[config.mk]
export PLATFORM = sky130hd
export DESIGN_NAME = btLink
export DESIGN_NICKNAME = d
export VERILOG_FILES = /design/src/source/btLinkPkg.sv /design/src/source/uartTransmitter.sv /design/src/source/uartReceiver.sv /design/src/source/commandSequencer.sv /design/src/source/responseCollector.sv /design/src/source/btLink.sv
export VERILOG_INCLUDE_DIRS = /design/src /design/src/source
export SDC_FILE = /design/constraint.sdc
export NUM_CORES = 1
export LEC_CHECK = 0
export ABC_AREA = 1
export BUFFER_PORTS_ARGS = -buffer_cell sky130_fd_sc_hd__buf_2
export CAP_MARGIN = 20
export CORE_MARGIN = 5
export CORE_UTILIZATION = 25
export DETAILED_ROUTE_END_ITERATION = 16
export HOLD_SLACK_MARGIN = 0.15
export PLACE_DENSITY = 0.44
export SLEW_MARGIN = 20
export SYNTH_ARGS = -nofsm -noshare
export SYNTH_HDL_FRONTEND = slang
export SYNTH_SLANG_ARGS = --single-unit
[constraint.sdc]
create_clock -name clock -period 6.35 [get_ports clock]
set_clock_uncertainty 0.05 [all_clocks]
set_input_delay 0.9525 -clock clock [delete_from_list [all_inputs] [get_ports clock]]
set_output_delay 0.9525 -clock clock [all_outputs]
set_load 0.01 [all_outputs]
[src/source/btLink_cfg.svh]
`ifndef BT_LINK_CFG_SVH
`define BT_LINK_CFG_SVH

// command buffer, in characters
`define BT_CMD_DEPTH 32
// index into the command buffer, the write pointer has one bit more
`define BT_CMD_IDX_WIDTH 5

// reply bytes kept, shown on ep21 to ep30
`define BT_RESP_BYTES 20
// saturating reply count, also the status field width
`define BT_RESP_CNT_WIDTH 5

// bit period, spacing limit and bit timers
`define BT_CPD_WIDTH 10

`endif

[src/source/btLinkPkg.sv]
package btLinkPkg;

	// one serial character, also the buffer element
	typedef logic [7:0] charT;

	// ==============================
	// bit positions in the host control word (ep02)
	typedef enum int unsigned {
		clearCommand  = 0,
		writePair     = 1,
		sendCommand   = 2,
		clearResponse = 3
	} hostCtrlBit;

	// ==============================
	// field start positions in the status word (ep20)
	typedef enum int unsigned {
		respCount  = 0, // 5 bits
		cmdBusy    = 5,
		frameError = 6,
		btState    = 7,
		cmdLength  = 8  // 8 bits
	} statusField;

endpackage

[src/source/uartTransmitter.sv]
`timescale 1ns/100ps
`include "btLink_cfg.svh"

module uartTransmitter (
	input  logic                     clock,
	input  logic                     reset,
	input  logic                     start,
	input  btLinkPkg::charT          txData,
	input  logic [`BT_CPD_WIDTH-1:0] cyclesPerBit,
	output logic                     txLine,
	output logic                     txBusy,
	output logic                     txDone
);

	logic [8:0]               shiftReg;  // data bits, stop bit on top
	logic [3:0]               bitIndex;  // 0 start, 1-8 data, 9 stop
	logic [`BT_CPD_WIDTH-1:0] bitTimer;
	logic [`BT_CPD_WIDTH-1:0] bitPeriod;
	logic                     bitEnd;

	assign bitEnd = (bitTimer == bitPeriod - 1'b1);
	assign txDone = txBusy && bitEnd && (bitIndex == 4'd9); // last stop bit cycle

	// frame payload, frozen until the next start
	always_ff @(posedge clock) begin
		if (start && !txBusy) begin
			shiftReg  <= {1'b1, txData};
			bitPeriod <= cyclesPerBit;
		end else if (txBusy && bitEnd) begin
			shiftReg <= {1'b1, shiftReg[8:1]};
		end
	end

	always_ff @(posedge clock) begin
		if (reset) begin
			txLine   <= 1'b1;
			txBusy   <= 1'b0;
			bitIndex <= '0;
			bitTimer <= '0;
		end else if (!txBusy) begin
			bitIndex <= '0;
			bitTimer <= '0;
			if (start) begin
				txBusy <= 1'b1;
				txLine <= 1'b0; // start bit
			end
		end else if (bitEnd) begin
			bitTimer <= '0;
			if (bitIndex == 4'd9) begin
				txBusy <= 1'b0;
			end else begin
				txLine   <= shiftReg[0]; // lsb first, then stop
				bitIndex <= bitIndex + 1'b1;
			end
		end else begin
			bitTimer <= bitTimer + 1'b1;
		end
	end

endmodule

[src/source/uartReceiver.sv]
`timescale 1ns/100ps
`include "btLink_cfg.svh"

module uartReceiver (
	input  logic                     clock,
	input  logic                     reset,
	input  logic                     rxLine,
	input  logic [`BT_CPD_WIDTH-1:0] cyclesPerBit,
	output btLinkPkg::charT          rxData,
	output logic                     rxValid,
	output logic                     rxFrameError
);

	localparam logic [1:0] stateIdle  = 2'd0;
	localparam logic [1:0] stateStart = 2'd1;
	localparam logic [1:0] stateData  = 2'd2;
	localparam logic [1:0] stateStop  = 2'd3;

	logic                     syncMeta;
	logic                     syncLine;
	logic                     linePrev;
	logic [1:0]               state;
	logic [2:0]               bitCount;
	logic [`BT_CPD_WIDTH-1:0] bitTimer;
	logic [`BT_CPD_WIDTH-1:0] bitPeriod;
	logic                     midStart;
	logic                     bitEnd;
	btLinkPkg::charT          shiftReg;

	assign midStart = (bitTimer == (bitPeriod >> 1));
	assign bitEnd   = (bitTimer == bitPeriod - 1'b1);
	assign rxData   = shiftReg;

	always_ff @(posedge clock) begin
		if (reset) begin
			syncMeta <= 1'b1;
			syncLine <= 1'b1;
			linePrev <= 1'b1;
		end else begin
			syncMeta <= rxLine;
			syncLine <= syncMeta;
			linePrev <= syncLine;
		end
	end

	// bit period follows the input only between frames
	always_ff @(posedge clock) begin
		if (state == stateIdle) begin
			bitPeriod <= cyclesPerBit;
		end
		if (state == stateData && bitEnd) begin
			shiftReg <= {syncLine, shiftReg[7:1]}; // lsb arrives first
		end
	end

	// ==============================
	// frame FSM, timer runs from mid start bit
	always_ff @(posedge clock) begin
		if (reset) begin
			state        <= stateIdle;
			bitCount     <= '0;
			bitTimer     <= '0;
			rxValid      <= 1'b0;
			rxFrameError <= 1'b0;
		end else begin
			rxValid      <= 1'b0;
			rxFrameError <= 1'b0;
			bitTimer     <= bitTimer + 1'b1;
			case (state)
				stateIdle: begin
					bitTimer <= '0;
					bitCount <= '0;
					if (linePrev && !syncLine) state <= stateStart; // falling edge
				end
				stateStart: if (midStart) begin
					bitTimer <= '0;
					state    <= syncLine ? stateIdle : stateData; // glitch rejected
				end
				stateData: if (bitEnd) begin
					bitTimer <= '0;
					bitCount <= bitCount + 1'b1;
					if (bitCount == 3'd7) state <= stateStop;
				end
				stateStop: if (bitEnd) begin
					rxValid      <= syncLine;
					rxFrameError <= !syncLine;
					state        <= stateIdle;
				end
			endcase
		end
	end

endmodule

[src/source/commandSequencer.sv]
`timescale 1ns/100ps
`include "btLink_cfg.svh"

module commandSequencer (
	input  logic                     clock,
	input  logic                     reset,
	input  logic [15:0]              hostData,
	input  logic [15:0]              hostControl,
	input  logic [`BT_CPD_WIDTH-1:0] spacingLimit,
	input  logic [`BT_CPD_WIDTH-1:0] cyclesPerBit,
	input  logic                     txBusy,
	input  logic                     txDone,
	output logic                     txStart,
	output btLinkPkg::charT          txData,
	output logic                     respClear,
	output logic                     cmdBusy,
	output logic [7:0]               cmdLength
);

	localparam logic [1:0] seqIdle     = 2'd0;
	localparam logic [1:0] seqLaunch   = 2'd1;
	localparam logic [1:0] seqWaitDone = 2'd2;
	localparam logic [1:0] seqSpacing  = 2'd3;

	logic [btLinkPkg::clearResponse:0] ctrlNow;
	logic [btLinkPkg::clearResponse:0] ctrlPrev;
	logic [btLinkPkg::clearResponse:0] ctrlRise;

	btLinkPkg::charT           cmdMem [`BT_CMD_DEPTH];
	logic [`BT_CMD_IDX_WIDTH:0] writePtr;
	logic [`BT_CMD_IDX_WIDTH:0] readIdx;
	logic                       pairWrite;
	logic [1:0]                 state;
	logic [`BT_CPD_WIDTH-1:0]   spaceTimer;
	logic [`BT_CPD_WIDTH-1:0]   spaceBits;

	assign ctrlRise  = ctrlNow & ~ctrlPrev;
	assign pairWrite = ctrlRise[btLinkPkg::writePair] && !ctrlRise[btLinkPkg::clearCommand]
		&& (writePtr <= `BT_CMD_DEPTH - 2); // full buffer drops the pair
	assign cmdLength = 8'(writePtr);
	assign txStart   = (state == seqLaunch) && !txBusy;
	assign txData    = cmdMem[readIdx[`BT_CMD_IDX_WIDTH-1:0]];

	always_ff @(posedge clock) begin
		if (reset) begin
			ctrlNow   <= '0;
			ctrlPrev  <= '0;
			respClear <= 1'b0;
			writePtr  <= '0;
		end else begin
			ctrlNow   <= hostControl[btLinkPkg::clearResponse:0];
			ctrlPrev  <= ctrlNow;
			respClear <= ctrlRise[btLinkPkg::clearResponse];
			if (ctrlRise[btLinkPkg::clearCommand]) writePtr <= '0;
			else if (pairWrite) writePtr <= writePtr + 2'd2;
		end
	end

	// high byte goes out first
	always_ff @(posedge clock) begin
		if (pairWrite) begin
			cmdMem[writePtr[`BT_CMD_IDX_WIDTH-1:0]]        <= hostData[15:8];
			cmdMem[writePtr[`BT_CMD_IDX_WIDTH-1:0] + 1'b1] <= hostData[7:0];
		end
	end

	// ==============================
	// send FSM with inter-byte spacing
	always_ff @(posedge clock) begin
		if (reset) begin
			state      <= seqIdle;
			readIdx    <= '0;
			cmdBusy    <= 1'b0;
			spaceTimer <= '0;
			spaceBits  <= '0;
		end else begin
			case (state)
				seqIdle: begin
					readIdx <= '0;
					if (ctrlRise[btLinkPkg::sendCommand] && writePtr != '0) begin
						state   <= seqLaunch;
						cmdBusy <= 1'b1;
					end
				end
				seqLaunch: if (!txBusy) state <= seqWaitDone;
				seqWaitDone: if (txDone) begin
					state      <= seqSpacing;
					readIdx    <= readIdx + 1'b1;
					spaceTimer <= '0;
					spaceBits  <= '0;
				end
				seqSpacing: begin
					if (spaceBits == spacingLimit) begin
						if (readIdx >= writePtr) begin // also ends early after a clear
							state   <= seqIdle;
							cmdBusy <= 1'b0;
						end else begin
							state <= seqLaunch;
						end
					end else if (spaceTimer == cyclesPerBit - 1'b1) begin
						spaceTimer <= '0;
						spaceBits  <= spaceBits + 1'b1;
					end else begin
						spaceTimer <= spaceTimer + 1'b1;
					end
				end
			endcase
		end
	end

endmodule

[src/source/responseCollector.sv]
`timescale 1ns/100ps
`include "btLink_cfg.svh"

module responseCollector (
	input  logic            clock,
	input  logic            reset,
	input  btLinkPkg::charT rxData,
	input  logic            rxValid,
	input  logic            rxFrameError,
	input  logic            respClear,
	input  logic            cmdBusy,
	input  logic [7:0]      cmdLength,
	input  logic            btState,
	output logic [15:0]     statusWord,
	output logic [15:0]     respWord0,
	output logic [15:0]     respWord1,
	output logic [15:0]     respWord2,
	output logic [15:0]     respWord3,
	output logic [15:0]     respWord4,
	output logic [15:0]     respWord5,
	output logic [15:0]     respWord6,
	output logic [15:0]     respWord7,
	output logic [15:0]     respWord8,
	output logic [15:0]     respWord9
);

	btLinkPkg::charT               respMem   [`BT_RESP_BYTES];
	btLinkPkg::charT               shownByte [`BT_RESP_BYTES];
	logic [`BT_RESP_CNT_WIDTH-1:0] respCount;
	logic                          frameErrorFlag;
	logic                          storeByte;

	assign storeByte = rxValid && (respCount < `BT_RESP_BYTES); // full buffer drops bytes

	always_ff @(posedge clock) begin
		if (storeByte) respMem[respCount] <= rxData;
	end

	always_ff @(posedge clock) begin
		if (reset || respClear) begin
			respCount      <= '0;
			frameErrorFlag <= 1'b0;
		end else begin
			if (storeByte) respCount <= respCount + 1'b1;
			if (rxFrameError) frameErrorFlag <= 1'b1; // sticky until cleared
		end
	end

	// ==============================
	// ep20 status and packed reply words
	always_comb begin
		statusWord = '0;
		statusWord[btLinkPkg::respCount +: `BT_RESP_CNT_WIDTH] = respCount;
		statusWord[btLinkPkg::cmdBusy]                       = cmdBusy;
		statusWord[btLinkPkg::frameError]                    = frameErrorFlag;
		statusWord[btLinkPkg::btState]                       = btState;
		statusWord[btLinkPkg::cmdLength +: 8]                = cmdLength;
		for (int i = 0; i < `BT_RESP_BYTES; i++) begin
			shownByte[i] = (i < respCount) ? respMem[i] : '0; // unreceived read zero
		end
	end

	assign respWord0 = {shownByte[0],  shownByte[1]};
	assign respWord1 = {shownByte[2],  shownByte[3]};
	assign respWord2 = {shownByte[4],  shownByte[5]};
	assign respWord3 = {shownByte[6],  shownByte[7]};
	assign respWord4 = {shownByte[8],  shownByte[9]};
	assign respWord5 = {shownByte[10], shownByte[11]};
	assign respWord6 = {shownByte[12], shownByte[13]};
	assign respWord7 = {shownByte[14], shownByte[15]};
	assign respWord8 = {shownByte[16], shownByte[17]};
	assign respWord9 = {shownByte[18], shownByte[19]};

endmodule

[src/source/btLink.sv]
`timescale 1ns/100ps
`include "btLink_cfg.svh"

module btLink (
	input  logic                     clock,
	input  logic                     reset,
	input  logic                     btState,
	input  logic                     fpgaRxd,
	input  logic [`BT_CPD_WIDTH-1:0] uartCpd,
	input  logic [`BT_CPD_WIDTH-1:0] uartSpacingLimit,
	input  logic [15:0]              ep01wireIn,
	input  logic [15:0]              ep02wireIn,
	output logic                     fpgaTxd,
	output logic [15:0]              ep20wireOut,
	output logic [15:0]              ep21wireOut,
	output logic [15:0]              ep22wireOut,
	output logic [15:0]              ep23wireOut,
	output logic [15:0]              ep24wireOut,
	output logic [15:0]              ep25wireOut,
	output logic [15:0]              ep26wireOut,
	output logic [15:0]              ep27wireOut,
	output logic [15:0]              ep28wireOut,
	output logic [15:0]              ep29wireOut,
	output logic [15:0]              ep30wireOut
);

	logic            txStart;
	btLinkPkg::charT txData;
	logic            txBusy;
	logic            txDone;
	btLinkPkg::charT rxData;
	logic            rxValid;
	logic            rxFrameError;
	logic            respClear;
	logic            cmdBusy;
	logic [7:0]      cmdLength;

	// ==============================
	// host side to module
	commandSequencer sequencer0 (
		.clock(clock), .reset(reset),
		.hostData(ep01wireIn), .hostControl(ep02wireIn),
		.spacingLimit(uartSpacingLimit), .cyclesPerBit(uartCpd),
		.txBusy(txBusy), .txDone(txDone),
		.txStart(txStart), .txData(txData), .respClear(respClear),
		.cmdBusy(cmdBusy), .cmdLength(cmdLength)
	);

	uartTransmitter transmitter0 (
		.clock(clock), .reset(reset), .start(txStart), .txData(txData),
		.cyclesPerBit(uartCpd), .txLine(fpgaTxd), .txBusy(txBusy), .txDone(txDone)
	);

	// ==============================
	// module replies back to host
	uartReceiver receiver0 (
		.clock(clock), .reset(reset), .rxLine(fpgaRxd), .cyclesPerBit(uartCpd),
		.rxData(rxData), .rxValid(rxValid), .rxFrameError(rxFrameError)
	);

	responseCollector collector0 (
		.clock(clock), .reset(reset),
		.rxData(rxData), .rxValid(rxValid), .rxFrameError(rxFrameError),
		.respClear(respClear), .cmdBusy(cmdBusy), .cmdLength(cmdLength),
		.btState(btState), .statusWord(ep20wireOut),
		.respWord0(ep21wireOut), .respWord1(ep22wireOut), .respWord2(ep23wireOut),
		.respWord3(ep24wireOut), .respWord4(ep25wireOut), .respWord5(ep26wireOut),
		.respWord6(ep27wireOut), .respWord7(ep28wireOut), .respWord8(ep29wireOut),
		.respWord9(ep30wireOut)
	);

endmodule

# Word-level counts from Yosys, hierarchy flattened
# Memories as Yosys holds them, arrays and structs flattened. A register that Yosys moved wholly into a read port is not among the register bits.
# Cells that the tools add are included.
# W data, S select, Z words.
# word_totals
output_inout_bits,177
ram_bits,416
ff_bits,122
elab_cells,201
n_memories,2
# op_classes
bitwise_logic,6
magnitude_cmp,23
mux,67
add_sub_neg,13
n_reduce_logical,36
n_eq_ne,27
# mem_list
name,depth,width,read_ports,rd_ports_with_merged_regs,write_ports,line_no,rtl
sequencer0.cmdMem,32,8,1,1,2,commandSequencer.sv:29,btLinkPkg::charT cmdMem [`BT_CMD_DEPTH];
collector0.respMem,20,8,20,0,1,responseCollector.sv:27,btLinkPkg::charT respMem [`BT_RESP_BYTES];
# ops
operator,n
$mux W8,22
$mux W10,7
$add A10 B1 Y10 const B,4
$eq A10 B10 Y1,4
$lt A4 B5 Y1 const A,8
$pmux W10 S2,2
$pmux W10 S3,1
$sub A10 B1 Y10 const B,3
$lt A3 B5 Y1 const A,4
$lt A5 B5 Y1 const A,4
$mux W2,10
$mux W1,16
$ne A2 B1 Y1 const B,8
$pmux W2 S4,2
$ne A2 B2 Y1 const B,6
$pmux W6 S2,1
$reduce_and A4 Y1,3
$reduce_bool A2 Y1,6
$add A5 B1 Y5 const B,2
$eq A10 B9 Y1,1
$logic_and A1 B1 Y1,10
$lt A1 B5 Y1 const A,2
$lt A2 B5 Y1 const A,2
$mux W5,2
other kinds (27),42

# Longest topological paths before layout
# depth
word_depth,8
depth_mapped,18
mapped_depth_nobuf,18

# Hierarchy
# A second synthesis with hierarchy kept.
# unflattened
hier_cells,2298
area_unflattened_um2,23679.0
# by_module_without_submodules
module,area_per_inst_um2,cells_per_inst,seq_area_each_um2,n_inst
commandSequencer,12993.7,1183,8648.3,1
responseCollector,6847.8,625,4924.7,1
uartReceiver,2031.9,254,940.9,1
uartTransmitter,1805.5,236,860.8,1

# Worst setup path after synthesis
# No wires, ideal clock.
# synth_path
path_type,input to register
start,input uartCpd[0]
end,register sequencer0.spaceBits[4]
t_arrival_ns,2.552
cell_stages,12
path_buffers,0
required_time_ns,6.168
setup_time_ns,0.132
setup_slack_ns,3.616
path_cell_list,inv_1 ha_1 xor2_1 o21ai_0 nor3b_1 nand3_1 nor2_1 nand3_1 o21ai_0 nand2_1 nand2_1 a21oi_1
# synth_between
elab_chain_cells,4
# synth_rtl
element,line_no,rtl
"start, declared",btLink.sv:9,"input logic [`BT_CPD_WIDTH-1:0] uartCpd,"
$sub A10 B1 Y10,commandSequencer.sv:100,end else if (spaceTimer == cyclesPerBit - 1'b1) begin
$eq A10 B10 Y1,commandSequencer.sv:100,
$ne A2 B1 Y1 (no source line),--,
$reduce_and A4 Y1 (no source line),--,
"end signal, assigned",commandSequencer.sv:102,spaceBits <= spaceBits + 1'b1;
"end, declared",commandSequencer.sv:35,logic [`BT_CPD_WIDTH-1:0] spaceBits;
# Every way passes these cells.
# A chain may end at the register's enable or synchronous reset.

# Final worst setup path
# layout_path
start,register collector0.respCount[4]
end,output ep23wireOut[11]
# layout_between
elab_chain_cells,2
# layout_rtl
element,line_no,rtl
"start, declared",responseCollector.sv:29,logic [`BT_RESP_CNT_WIDTH-1:0] respCount;
"start signal, assigned",responseCollector.sv:44,if (storeByte) respCount <= respCount + 1'b1;
$lt A3 B5 Y1,responseCollector.sv:59,shownByte[i] = (i < respCount) ? respMem[i] : '0;
$mux W8,responseCollector.sv:59,
"end, declared",btLink.sv:17,"output logic [15:0] ep23wireOut,"
# Every way passes these cells.

==> impl_results.md <==
* Reg2Reg Depth at 5
* # rows at 112
* Max VDD drop at 0.189 mV
* YS warnings at 0
* Pleak at 11.2 nW
* Worst stage delay on the critical path at 0.68 ns
* Post_cts resized at 0
* Status: finished clean
* Via/cell ratio at 4.38
* Setup tns final at 0 ns
* CP top delay family: simple AND/OR/NAND/NOR gates
* Post-synth EDFFs at 452
* Insertion delay to the later sink of the worst-skew pair at 0.63 ns
* CTS Hold Bufs at 0
* FF-to-FF End: collector0.respMem[0][5]
* Worst Path Buf+Inv at 3
* Fmax at 0.221 GHz
* Final net count at 2586
* Pre-Repair DR Iteration Count at 5
* Final Setup Violations at 0
* Vias in the first global route at 16640
* Drt total wl at 66600 um
* Max-slew violation count at 0
* Worst Hold Slack at 0.337 ns
* First-pass GRT wire length at 99500 um
* Hold EP: sequencer0.respClear
* IO Count at 233
* Num CTS Buffers at 60
* Die height at 316 um
* # H-tree levels at 2
* Synth Cell Area at 23400 um2
* CP Cell Sequence: nor2_1 > inv_1 > nor2_1 > inv_1 > o21ai_1 > nor2_1 > buf_2
* CP Max Fanout at 16
* Hold_sp: sequencer0.ctrlPrev[3]
* Total number of vias at 16671
* RSZ-0062 raised after global routing: no
* Synthesized instance count at 2269
* Final Hold Vio Count at 0
* Relative slew slack at 28.6%
* Hold depth at 1
* FF-to-FF Start: collector0.respCount[4]
* Port Buffers at 215
* Wirelength per Cell at 17.5 um
* R2r setup slk at 3.13 ns
* Initial antenna violation count at 8
* Drc violations at 0
* Starting Density at 25.1%
* Post-CTS Repair Setup Buffers at 0
* GRT overflow at 0
* Global Route Usage Sum at 12.9%
* Root buf cell: clkbuf_16
* Number of fill cells at 9636
* Post-synth cell types at 46
* Fin crit share at 71.3%
* Mux cell area share after synthesis at 0%
* Initial DRC Count at 1348
* Adder-Cell Fraction of Synth Area at 1.50%
* Max-cap violations at 0
* Synthesized area per cell at 10.3 um2
* Worst-margin pin slew at 1.07 ns
* Synth Area in Simple Gates at 16.3%
* Setup crit end kind: output pin
* CP Depth at 7
* Asr flop ratio synth at 0%
* Synth Flop Type: edfxtp_1
* Die Width at 316 um
* Worst-case clock buffer depth at 3
* Crit Path Class: register to output pin
* Die area at 99600 um2
* Largest family of logic cells by synthesized area: simple AND/OR/NAND/NOR gates
* GP Congestion at 0.838
* Largest net degree at the start of global routing at 91
* Clock transition at the registers of the reported paths at 0.06 ns
* CTS tree: yes
* Register area share after synthesis at 65.8%
* Number of nets with antenna violations after routing at 0
* HP Class: register to register
* Critical Path AT at 3.52 ns
* Core area at 93000 um2
* Startpoint types: register
* Synth-to-layout area growth at 19.3%
* CP dominant cell by count: nor2_1
* Seq cells post-synth at 542
* Worst path required time at 5.35 ns
* Fin crit period at 4.52 ns
* Layout cells sized above 1 at 14.6%
* Area fraction in compound gates after synthesis at 8.02%
* CTS sink cnt at 542
* Slowest library cell on the worst path: nor2_1
* Pwr/cell area at 286 nW/um2
* Hpwl dp at 43400 um
* Area share of xor/xnor cells in the synthesized design at 1.83%
==> logic make-up (layout without fill, tap and decap cells) <==
kind of cell	Yosys count	count (layout)
flops	542	542
fa+ha+maj	28	28
other cells	1	7
simple gates	923	923
compound gates	336	336
xor+xnor	44	44
buf+inv	395	672
==> layer usage <==
metal / global-route usage [%] / vias up / wire (um)
met5: 0 / - / 0
li1: - / 8059 / -
met3: 2.56 / 92 / 3670
met2: 22.2 / 381 / 32300
met1: 16.6 / 8139 / 29000
met4: 3.86 / 0 / 1610
==> Yosys cell counts (3+ instances only) <==
library cell	number	share of area, %
a21oi_1	46	0.99
a31oi_1	3	0.080
buf_2	6	0.13
buf_4	6	0.19
clkbuf_1	58	0.93
dfxtp_1	90	7.7
edfxtp_1	452	58
ha_1	28	1.5
inv_1	315	5.1
inv_2	4	0.064
nand2_1	266	4.3
nand2_2	6	0.16
nand3_1	87	1.9
nand3_2	4	0.17
nand3b_1	3	0.096
nand4_1	17	0.46
nor2_1	491	7.9
nor2_2	3	0.080
nor3_1	19	0.41
nor3b_1	8	0.26
o211ai_1	3	0.096
o21a_1	3	0.096
o21ai_0	182	3.9
o21ai_1	7	0.15
o21bai_1	3	0.096
o221ai_1	15	0.56
o22ai_1	66	1.8
or2_2	11	0.29
xnor2_1	12	0.45
xor2_1	29	1.1
==> stage by stage <==
stage / util [%] / setup WS (ns) / power [W] / instances / cell area, um2
finish: 30.0 / 1.83 / 0.00796 / 3806 / 27900
global route: 29.9 / 1.30 / 0.00830 / 3804 / 27900
CTS: 29.9 / 1.73 / 0.00807 / 3801 / 27800
detailed placement: 27.9 / 2.43 / 0.00466 / 3693 / 25900
global placement: 27.9 / 2.52 / 0.00465 / 3693 / 25900
floorplan: - / 3.62 / 0.00447 / 2271 / 23400
==> registers in the layout (all words and copies together) (netlist names), 2 cells and up, named ones only <==
register / cells
sequencer0.cmdMem: 256
collector0.respMem: 160
receiver0.bitPeriod: 10
receiver0.bitTimer: 10
sequencer0.spaceBits: 10
sequencer0.spaceTimer: 10
transmitter0.bitPeriod: 10
transmitter0.bitTimer: 10
receiver0.rxData: 8
transmitter0.shiftReg: 8
sequencer0.readIdx: 6
collector0.respCount: 5
sequencer0.writePtr: 5
sequencer0.ctrlNow: 4
sequencer0.ctrlPrev: 4
transmitter0.bitIndex: 4
receiver0.bitCount: 3
sequencer0.state: 2
==> worst max-delay path by stage <==
| stage | startpoint | endpoint | slack (ns) |
|---|---|---|---|
| 6_report | collector0.respCount[4] | ep23wireOut[11] | 1.83 |
| 3_3_place_gp | collector0.respCount[4] | ep23wireOut[9] | 2.52 |
| 3_5_place_dp | collector0.respCount[4] | ep23wireOut[11] | 2.43 |
| 4_1_cts | collector0.respCount[4] | ep23wireOut[11] | 1.73 |
| 2_1_floorplan | uartCpd[0] | sequencer0.spaceBits[4] | 3.62 |
| 5_1_grt | collector0.respCount[4] | ep23wireOut[11] | 1.30 |
==> report_power, final <==
| part | total [W] | leakage [nW] | switching [W] | internal (W) |
|---|---|---|---|---|
| sequential | 0.00400 | 4.81 | 0.0000646 | 0.00393 |
| clock | 0.00338 | 0.935 | 0.00140 | 0.00198 |
| combinational | 0.000583 | 5.41 | 0.000417 | 0.000166 |
==> cells in the final DEF (no fill, tap or decap), types with 3 or more instances in the layout <==
cell | synthesis | final
a21oi_1 | 46 | 46
a31oi_1 | 3 | 3
buf_2 | 6 | 215
buf_4 | 6 | 27
bufinv_16 | 0 | 4
clkbuf_1 | 58 | 20
clkbuf_16 | 0 | 61
clkbuf_8 | 0 | 5
clkinv_1 | 2 | 7
clkinv_2 | 0 | 10
conb_1 | 1 | 3
dfxtp_1 | 90 | 88
diode_2 | 0 | 4
edfxtp_1 | 452 | 452
ha_1 | 28 | 28
inv_1 | 315 | 314
inv_2 | 4 | 4
nand2_1 | 266 | 266
nand2_2 | 6 | 6
nand3_1 | 87 | 87
nand3_2 | 4 | 4
nand3b_1 | 3 | 3
nand4_1 | 17 | 17
nor2_1 | 491 | 480
nor2_2 | 3 | 14
nor3_1 | 19 | 19
nor3b_1 | 8 | 8
o211ai_1 | 3 | 3
o21a_1 | 3 | 3
o21ai_0 | 182 | 182
o21ai_1 | 7 | 7
o21bai_1 | 3 | 3
o221ai_1 | 15 | 15
o22ai_1 | 66 | 66
or2_2 | 11 | 11
xnor2_1 | 12 | 12
xor2_1 | 29 | 29
==> area by class of cell <==
class                      instances  area, um2  area share, %
clock buffer                      86       1670           5.99
multi-input combinational       1334       6490           23.3
clock inverter                    22        240          0.862
timing repair buffer             243       1310           4.69
tap                             1254       1570           5.63
antenna                            4       10.0         0.0359
sequential                       542      15400           55.2
inverter                         321       1210           4.33
No activity file was read; power rests on OpenSTA's default activity.
